## config.mk

```make
export PLATFORM = sky130hd
export DESIGN_NAME = hbus_bridge
export DESIGN_NICKNAME = d
export VERILOG_FILES = /design/src/verilog/hbus_pkg.sv /design/src/verilog/hbus_sync_fifo.sv /design/src/verilog/hbus_wb_front.sv /design/src/verilog/hbus_beat_seq.sv /design/src/verilog/hbus_bridge.sv
export SDC_FILE = /design/constraint.sdc
export NUM_CORES = 1
export LEC_CHECK = 0
export ABC_AREA = 1
export BUFFER_PORTS_ARGS = -buffer_cell sky130_fd_sc_hd__buf_2
export CORE_UTILIZATION = 50
export CTS_CLUSTER_SIZE = 12
export DETAILED_ROUTE_END_ITERATION = 8
export GPL_ROUTABILITY_DRIVEN = 0
export PLACE_DENSITY_LB_ADDON = 0.15
export SLEW_MARGIN = 30
export SYNTH_ARGS = -nofsm -noshare
export SYNTH_HDL_FRONTEND = slang
export SYNTH_SLANG_ARGS = --single-unit
export TNS_END_PERCENT = 20
```

## constraint.sdc

```tcl
create_clock -name clk -period 3.53 [get_ports clk]
set_input_delay 0.1765 -clock clk [delete_from_list [all_inputs] [get_ports clk]]
set_output_delay 0.1765 -clock clk [all_outputs]
set_load 0.01 [all_outputs]
```

## src/verilog/hbus_pkg.sv

```systemverilog
/*
 * Shared widths and bus bundles for the Wishbone to HyperBus bridge:
 * command FIFO entry, Wishbone request and response, native bus in and out
 */

package hbus_pkg;

  // User word, native beat and word address widths
  localparam int WORD_W = 32;
  localparam int BEAT_W = 16;
  localparam int ADR_W  = 24;

  // Native beats per user word
  localparam int BEATS = WORD_W / BEAT_W;

  // One entry of the command queue
  typedef struct packed {
    logic             we;
    logic [ADR_W-1:0] adr;
  } hbus_cmd_t;

  // Wishbone master to slave
  typedef struct packed {
    logic              cyc;
    logic              stb;
    logic              we;
    logic [ADR_W-1:0]  adr;
    logic [WORD_W-1:0] dat;
  } wb_req_t;

  // Wishbone slave to master
  typedef struct packed {
    logic              ack;
    logic [WORD_W-1:0] dat;
  } wb_rsp_t;

  // Bridge to HyperBus controller
  typedef struct packed {
    logic              rrq;
    logic              wrq;
    logic [ADR_W-1:0]  adr;
    logic [BEAT_W-1:0] dat;
  } hbus_out_t;

  // HyperBus controller to bridge
  typedef struct packed {
    logic              ready;
    logic              valid;
    logic [BEAT_W-1:0] dat;
  } hbus_in_t;

endpackage

```

## src/verilog/hbus_sync_fifo.sv

```systemverilog
/*
 * Single clock FIFO with occupancy count and a combinational head entry,
 * used for the command, write data and read data queues
 */

`timescale 1ns/1ps

module hbus_sync_fifo #(
  parameter int WIDTH      = 32,
  parameter int DEPTH_LOG2 = 2
) (
  input  logic             clk,
  input  logic             hbus_rst,
  input  logic             push_i,
  input  logic [WIDTH-1:0] wdata_i,
  output logic             full_o,
  input  logic             pop_i,
  output logic [WIDTH-1:0] rdata_o,
  output logic             empty_o
);

  localparam int DEPTH = 1 << DEPTH_LOG2;

  logic [WIDTH-1:0]      mem [DEPTH];
  logic [DEPTH_LOG2-1:0] wr_ptr;
  logic [DEPTH_LOG2-1:0] rd_ptr;
  logic [DEPTH_LOG2:0]   count;

  assign full_o  = (count == (DEPTH_LOG2 + 1)'(DEPTH));
  assign empty_o = (count == '0);
  assign rdata_o = mem[rd_ptr];

  // Pointers wrap on their own since DEPTH is a power of two
  always_ff @(posedge clk or posedge hbus_rst) begin
    if (hbus_rst) begin
      wr_ptr <= '0;
      rd_ptr <= '0;
      count  <= '0;
    end else begin
      if (push_i)
        wr_ptr <= wr_ptr + 1'b1;
      if (pop_i)
        rd_ptr <= rd_ptr + 1'b1;
      case ({push_i, pop_i})
        2'b10:   count <= count + 1'b1;
        2'b01:   count <= count - 1'b1;
        default: count <= count;
      endcase
    end
  end

  always_ff @(posedge clk) begin
    if (push_i)
      mem[wr_ptr] <= wdata_i;
  end

  a_no_push_full: assert property (@(posedge clk) disable iff (hbus_rst) push_i |-> !full_o);
  a_no_pop_empty: assert property (@(posedge clk) disable iff (hbus_rst) pop_i |-> !empty_o);

endmodule

```

## src/verilog/hbus_wb_front.sv

```systemverilog
/*
 * Wishbone classic slave front end: turns each bus cycle into one queued
 * command, posts write data and returns read data with a registered ack
 */

`timescale 1ns/1ps

module hbus_wb_front (
  input  logic                        clk,
  input  logic                        hbus_rst,
  input  hbus_pkg::wb_req_t           wb_req_i,
  output hbus_pkg::wb_rsp_t           wb_rsp_o,
  output logic                        cmd_push_o,
  output hbus_pkg::hbus_cmd_t         cmd_o,
  input  logic                        cmd_full_i,
  output logic                        wdat_push_o,
  output logic [hbus_pkg::WORD_W-1:0] wdat_o,
  input  logic                        wdat_full_i,
  input  logic [hbus_pkg::WORD_W-1:0] rdat_i,
  input  logic                        rdat_empty_i,
  output logic                        rdat_pop_o
);

  localparam logic [1:0] ST_IDLE    = 2'd0;
  localparam logic [1:0] ST_WAIT_RD = 2'd1;
  localparam logic [1:0] ST_ACK     = 2'd2;

  logic [1:0] state_q;
  logic [1:0] state_d;
  logic       rd_q;
  logic       req_valid;
  logic       room;

  assign req_valid = wb_req_i.cyc && wb_req_i.stb;

  // Writes need a slot in both queues, reads only in the command queue
  assign room = !cmd_full_i && (!wb_req_i.we || !wdat_full_i);

  assign cmd_push_o  = (state_q == ST_IDLE) && req_valid && room;
  assign cmd_o       = '{we: wb_req_i.we, adr: wb_req_i.adr};
  assign wdat_push_o = cmd_push_o && wb_req_i.we;
  assign wdat_o      = wb_req_i.dat;

  // Read data leaves the queue in the ack cycle
  assign rdat_pop_o = (state_q == ST_ACK) && rd_q;

  assign wb_rsp_o = '{ack: (state_q == ST_ACK), dat: rdat_i};

  always_comb begin
    state_d = state_q;
    case (state_q)
      ST_IDLE: begin
        if (cmd_push_o)
          state_d = wb_req_i.we ? ST_ACK : ST_WAIT_RD;
      end
      ST_WAIT_RD: begin
        if (!rdat_empty_i)
          state_d = ST_ACK;
      end
      ST_ACK:  state_d = ST_IDLE;
      default: state_d = ST_IDLE;
    endcase
  end

  // rd_q marks an ack that was reached through the read wait
  always_ff @(posedge clk or posedge hbus_rst) begin
    if (hbus_rst) begin
      state_q <= ST_IDLE;
      rd_q    <= 1'b0;
    end else begin
      state_q <= state_d;
      rd_q    <= (state_q == ST_WAIT_RD);
    end
  end

  // Relies on the master holding stb until it sees ack
  a_ack_in_cycle: assert property (@(posedge clk) disable iff (hbus_rst)
    wb_rsp_o.ack |-> wb_req_i.cyc && wb_req_i.stb);

endmodule

```

## src/verilog/hbus_beat_seq.sv

```systemverilog
/*
 * Native side sequencer: pops queued commands, sends write words as
 * high-first beats and packs returned read beats into words
 */

`timescale 1ns/1ps

module hbus_beat_seq (
  input  logic                        clk,
  input  logic                        hbus_rst,
  input  hbus_pkg::hbus_cmd_t         cmd_i,
  input  logic                        cmd_empty_i,
  output logic                        cmd_pop_o,
  input  logic [hbus_pkg::WORD_W-1:0] wdat_i,
  output logic                        wdat_pop_o,
  output logic [hbus_pkg::WORD_W-1:0] rdat_o,
  output logic                        rdat_push_o,
  input  logic                        rdat_full_i,
  output hbus_pkg::hbus_out_t         hbus_o,
  input  hbus_pkg::hbus_in_t          hbus_i
);

  localparam int WORD_W = hbus_pkg::WORD_W;
  localparam int BEAT_W = hbus_pkg::BEAT_W;
  localparam int BEATS  = hbus_pkg::BEATS;
  localparam int RX_W   = WORD_W - BEAT_W;
  localparam int CNT_W  = $clog2(BEATS + 1);

  localparam logic [1:0] ST_IDLE  = 2'd0;
  localparam logic [1:0] ST_READ  = 2'd1;
  localparam logic [1:0] ST_WRITE = 2'd2;

  logic [1:0]                 state_q;
  logic [CNT_W-1:0]           beat_cnt_q;
  logic [hbus_pkg::ADR_W-1:0] adr_q;
  logic [WORD_W-1:0]          tx_shift_q;
  logic [RX_W-1:0]            rx_shift_q;
  logic                       start;
  logic                       last_beat;
  logic                       wr_beat;
  logic                       rd_beat;

  // A read only starts when its word is sure to find a slot
  assign start = (state_q == ST_IDLE) && !cmd_empty_i && (cmd_i.we || !rdat_full_i);

  assign last_beat = (beat_cnt_q == CNT_W'(1));
  assign wr_beat   = (state_q == ST_WRITE) && hbus_i.ready;
  assign rd_beat   = (state_q == ST_READ) && hbus_i.valid;

  assign cmd_pop_o   = start;
  assign wdat_pop_o  = wr_beat && last_beat;
  assign rdat_push_o = rd_beat && last_beat;

  // Final beat joins the gathered ones straight from the bus
  assign rdat_o = {rx_shift_q, hbus_i.dat};

  assign hbus_o = '{
    rrq: (state_q == ST_READ),
    wrq: (state_q == ST_WRITE),
    adr: adr_q,
    dat: tx_shift_q[WORD_W-1 -: BEAT_W]
  };

  always_ff @(posedge clk or posedge hbus_rst) begin
    if (hbus_rst) begin
      state_q    <= ST_IDLE;
      beat_cnt_q <= '0;
    end else begin
      if (start) begin
        state_q    <= cmd_i.we ? ST_WRITE : ST_READ;
        beat_cnt_q <= CNT_W'(BEATS);
      end else if (wr_beat || rd_beat) begin
        beat_cnt_q <= beat_cnt_q - 1'b1;
        if (last_beat)
          state_q <= ST_IDLE;
      end
    end
  end

  // Address and beat shifters
  always_ff @(posedge clk) begin
    if (start) begin
      adr_q <= cmd_i.adr;
      if (cmd_i.we)
        tx_shift_q <= wdat_i;
    end else if (wr_beat) begin
      tx_shift_q <= tx_shift_q << BEAT_W;
    end
    if (rd_beat)
      rx_shift_q <= RX_W'({rx_shift_q, hbus_i.dat});
  end

endmodule

```

## src/verilog/hbus_bridge.sv

```systemverilog
/*
 * Top level: Wishbone front end, command, write data and read data FIFOs,
 * and the native bus sequencer
 */

`timescale 1ns/1ps

module hbus_bridge #(
  parameter int DEPTH_LOG2 = 2
) (
  input  logic                clk,
  input  logic                hbus_rst,
  input  hbus_pkg::wb_req_t   wb_req_i,
  output hbus_pkg::wb_rsp_t   wb_rsp_o,
  output hbus_pkg::hbus_out_t hbus_o,
  input  hbus_pkg::hbus_in_t  hbus_i
);

  localparam int CMD_W = $bits(hbus_pkg::hbus_cmd_t);

  hbus_pkg::hbus_cmd_t         cmd_wr;
  hbus_pkg::hbus_cmd_t         cmd_rd;
  logic                        cmd_push;
  logic                        cmd_pop;
  logic                        cmd_full;
  logic                        cmd_empty;
  logic [hbus_pkg::WORD_W-1:0] wdat_wr;
  logic [hbus_pkg::WORD_W-1:0] wdat_rd;
  logic                        wdat_push;
  logic                        wdat_pop;
  logic                        wdat_full;
  logic [hbus_pkg::WORD_W-1:0] rdat_wr;
  logic [hbus_pkg::WORD_W-1:0] rdat_rd;
  logic                        rdat_push;
  logic                        rdat_pop;
  logic                        rdat_full;
  logic                        rdat_empty;

  hbus_wb_front u_front (
    .clk          (clk),
    .hbus_rst     (hbus_rst),
    .wb_req_i     (wb_req_i),
    .wb_rsp_o     (wb_rsp_o),
    .cmd_push_o   (cmd_push),
    .cmd_o        (cmd_wr),
    .cmd_full_i   (cmd_full),
    .wdat_push_o  (wdat_push),
    .wdat_o       (wdat_wr),
    .wdat_full_i  (wdat_full),
    .rdat_i       (rdat_rd),
    .rdat_empty_i (rdat_empty),
    .rdat_pop_o   (rdat_pop)
  );

  hbus_sync_fifo #(.WIDTH(CMD_W), .DEPTH_LOG2(DEPTH_LOG2)) cmd_fifo (
    .clk      (clk),
    .hbus_rst (hbus_rst),
    .push_i   (cmd_push),
    .wdata_i  (cmd_wr),
    .full_o   (cmd_full),
    .pop_i    (cmd_pop),
    .rdata_o  (cmd_rd),
    .empty_o  (cmd_empty)
  );

  // Write data always sits behind a queued write command
  hbus_sync_fifo #(.WIDTH(hbus_pkg::WORD_W), .DEPTH_LOG2(DEPTH_LOG2)) wdat_fifo (
    .clk      (clk),
    .hbus_rst (hbus_rst),
    .push_i   (wdat_push),
    .wdata_i  (wdat_wr),
    .full_o   (wdat_full),
    .pop_i    (wdat_pop),
    .rdata_o  (wdat_rd),
    .empty_o  ()
  );

  hbus_sync_fifo #(.WIDTH(hbus_pkg::WORD_W), .DEPTH_LOG2(DEPTH_LOG2)) rdat_fifo (
    .clk      (clk),
    .hbus_rst (hbus_rst),
    .push_i   (rdat_push),
    .wdata_i  (rdat_wr),
    .full_o   (rdat_full),
    .pop_i    (rdat_pop),
    .rdata_o  (rdat_rd),
    .empty_o  (rdat_empty)
  );

  hbus_beat_seq u_seq (
    .clk         (clk),
    .hbus_rst    (hbus_rst),
    .cmd_i       (cmd_rd),
    .cmd_empty_i (cmd_empty),
    .cmd_pop_o   (cmd_pop),
    .wdat_i      (wdat_rd),
    .wdat_pop_o  (wdat_pop),
    .rdat_o      (rdat_wr),
    .rdat_push_o (rdat_push),
    .rdat_full_i (rdat_full),
    .hbus_o      (hbus_o),
    .hbus_i      (hbus_i)
  );

endmodule

```

==> results.toml <==
[status]
status = "completed"

[critical_path]
end_kind = "flop"
path_buf_inv = 2
cp_data_required_time_ns = 3.76
worstPathArrival_ns = 2.87
r2r-start = "cmd_fifo.rd_ptr[0]"
path_max_fanout = 52
rr_worst_depth = 6
crit_slowest_cell = "nand2_1"
path_class = "flop to flop"
start_kind = "flop"
r2r-end = "u_seq.tx_shift_q[20]"
crit_family = "simple AND/OR/NAND/NOR gates"
cpPeakStageDelay_ns = 0.70
cp_cell_sequence = "buf_4 > nand2_1 > nand3_2 > nand3_2 > nand2_1 > buf_4"
r2r_slack_ns = 0.88

[cts]
cts_tree = "done"
cts.sinks = 456
clkLatencyLatePin_ns = 0.54
numCtsBuffers = 47
cts_root_buffer = "clkbuf_16"
clockBufferDepth = 3
htreeDepth = 2
path_clk_slew_ns = 0.06

[global_routing]
grt.overflow.total = 0
antenna_found_initial = 1
grt_usage = 0.1969
grt_pass1_vias = 10138
grt_pass1_wl_um = 54680
grt_max_degree = 67

[timing]
setup_ws_ns = 0.8817
grt_setup_unrepaired = "false"
worst_pin_slew_ns = 0.9310
clock_skew_ns = 0.009470
min_period_over_period = 0.7502
setup-violations-final = 0
hold_violations = 0
fmax_mhz = 377.6
finalSetupTns_ns = 0
relSlewSlack = 0.3755
final_max_slew_viol_count = 0
post-route-min-period_ns = 2.648

[route]
firstDrtPassIters = 5
routed_wl_um = 34430
wire_per_inst_um = 17.80
drt_iter0_drc = 678
antenna_left = 0
drcViolationCount = 0
vias = 10075
vias_per_cell = 5.209

[yosys]
synthTopCellsByCount = "edfxtp_1, nor2_1, o21ai_0"
synth_edf_count = 428
synth_seq_area_share = 0.7775
ys.flop_type = "edfxtp_1"
synth.top_cells.by_area = "edfxtp_1, o21ai_0, nor2_1"
yosysTopAreaCellShare = 0.7373
synth_area_um2 = 17430
ys_warn_count = 0
synth_area_per_cell_um2 = 14.24
yosysMostFrequentCell = "edfxtp_1"
syn_nets = 1322
synth_top_cell_by_area = "edfxtp_1"
ys_ff_latch = 456
synth_cells = 1224
ys_types = 31
async_flop_share = 0.06140

[die]
io_pins = 154
rows = 68
fp.dieArea_um2 = 35610
core-area_um2 = 34460
die_h_um = 188.7
fp.dieW_um = 188.7
start_util = 0.5058

[cells_and_area]
nets = 1543
drive_gt1_frac = 0.1916
area_growth_pct = 18.73

[hold_path]
min_path_type = "input pin to flop"
whs_endpoint = "wdat_fifo.rd_ptr[0]"
worstHoldStart = "hbus_i[17]"
holdPathStages = 3

[job]
timing.max_cap.violations = 0

[power_and_ir_drop]
vdd_drop_max_v = 0.0004145
p_leak_nw = 7.212
p_per_area_nw_per_um2 = 510.6

[placement]
dp_hpwl_um = 19040
port_buffers = 153
preCtsSetupSlack_ns = 0.8371
[flip-flops by register name (all words and copies together) (netlist names), 3 cells and up]
| signal | count |
|---|---|
| u_seq.adr_q | 24 |
| wdat_fifo.count | 3 |
| u_seq.rx_shift_q | 16 |
| u_seq.tx_shift_q | 32 |
| cmd_fifo.count | 3 |
| rdat_fifo.mem | 128 |
| wdat_fifo.mem | 128 |
| cmd_fifo.mem | 100 |
| rdat_fifo.count | 3 |
[cell type report]
type	instances	area (µm²)
fillers	2714	13760
multi-input cells	644	3304
diodes	2	5.005
repair buffers	249	1672
inverters	47	183.9
clock inverters	8	38.79
well taps	455	569.3
flip-flops and latches	456	13560
clock buffers	73	1366
[cells by family after synthesis]
logic type / count (synthesis) / share of synthesized area
AO/OA/AOI/OAI: 280 / 0.08987
XOR/XNOR: 14 / 0.007035
adder cells (fa/ha/maj): 19 / 0.01493
buffers and inverters: 124 / 0.03575
flip-flops: 456 / 0.7775
AND/OR/NAND/NOR: 331 / 0.07487
[where the power goes]
part	internal [W]	total [W]	switching, W
Combinational	0.0000852	0.000156	0.0000712
Clock	0.00264	0.00452	0.00188
Sequential	0.00589	0.00589	0
[worst reg2reg max path, stage by stage, from the launching register on]
cell     delay [ns]
dfrtp_1        0.39
buf_4          0.46
nand2_1        0.13
nand3_2        0.12
nand3_2        0.13
nand2_1        0.70
buf_4          0.39
[how the worst max path moves through the flow]
stage	start	depth (start not counted)	endpoint	slack [ns]
CTS	cmd_fifo.rd_ptr[0]	6	u_seq.tx_shift_q[20]	0.81
finish	cmd_fifo.rd_ptr[0]	6	u_seq.tx_shift_q[20]	0.88
global route	cmd_fifo.rd_ptr[0]	6	u_seq.tx_shift_q[20]	0.65
global placement	cmd_fifo.rd_ptr[0]	6	u_seq.tx_shift_q[5]	0.89
floorplan	u_seq.state_q[1]	5	rdat_fifo.mem[0][0]	0.52
detailed placement	cmd_fifo.rd_ptr[0]	6	u_seq.tx_shift_q[2]	0.84
[per-layer routing]
metal	share of wire	up-vias	GRT usage
met3	0.047	51	0.03390
met4	0.017	0	0.05087
met1	0.44	4952	0.2620
met5	0	-	0
met2	0.50	207	0.3361
li1	-	4865	-
[metrics by stage]
stage,hold WS (ns),instances,utilization,cell area [µm²],total power (W)
6_report,0.02206,1934,0.6006,20690,0.01057
5_1_grt,0.02315,1933,0.6005,20690,0.01088
4_1_cts,0.001640,1932,0.6004,20690,0.01066
3_5_place_dp,0.2898,1777,0.5382,18540,0.006090
3_3_place_gp,0.3916,1777,0.5380,18540,0.006086
2_1_floorplan,0.2419,1224,-,17430,0.006006
[repair_timing]
item,4_1_cts,5_1_grt
hold buffers,74,0
resized for setup,0,0
setup buffers,0,0
endpoints found under the hold margin,339,0
[cells in the final DEF, fill, tap and decap left out, types with 19 or more instances in the layout]
master / netlist / routed
buf_2: 12 / 153
nand2_1: 78 / 78
o22ai_1: 72 / 72
nor2_1: 231 / 219
buf_4: 23 / 22
inv_1: 42 / 40
clkbuf_1: 35 / 19
dlygate4sd3_1: 0 / 74
o21ai_0: 183 / 183
clkbuf_16: 0 / 49
dfrtp_1: 28 / 26
edfxtp_1: 428 / 428
No activity file was read; power rests on OpenSTA's default activity.
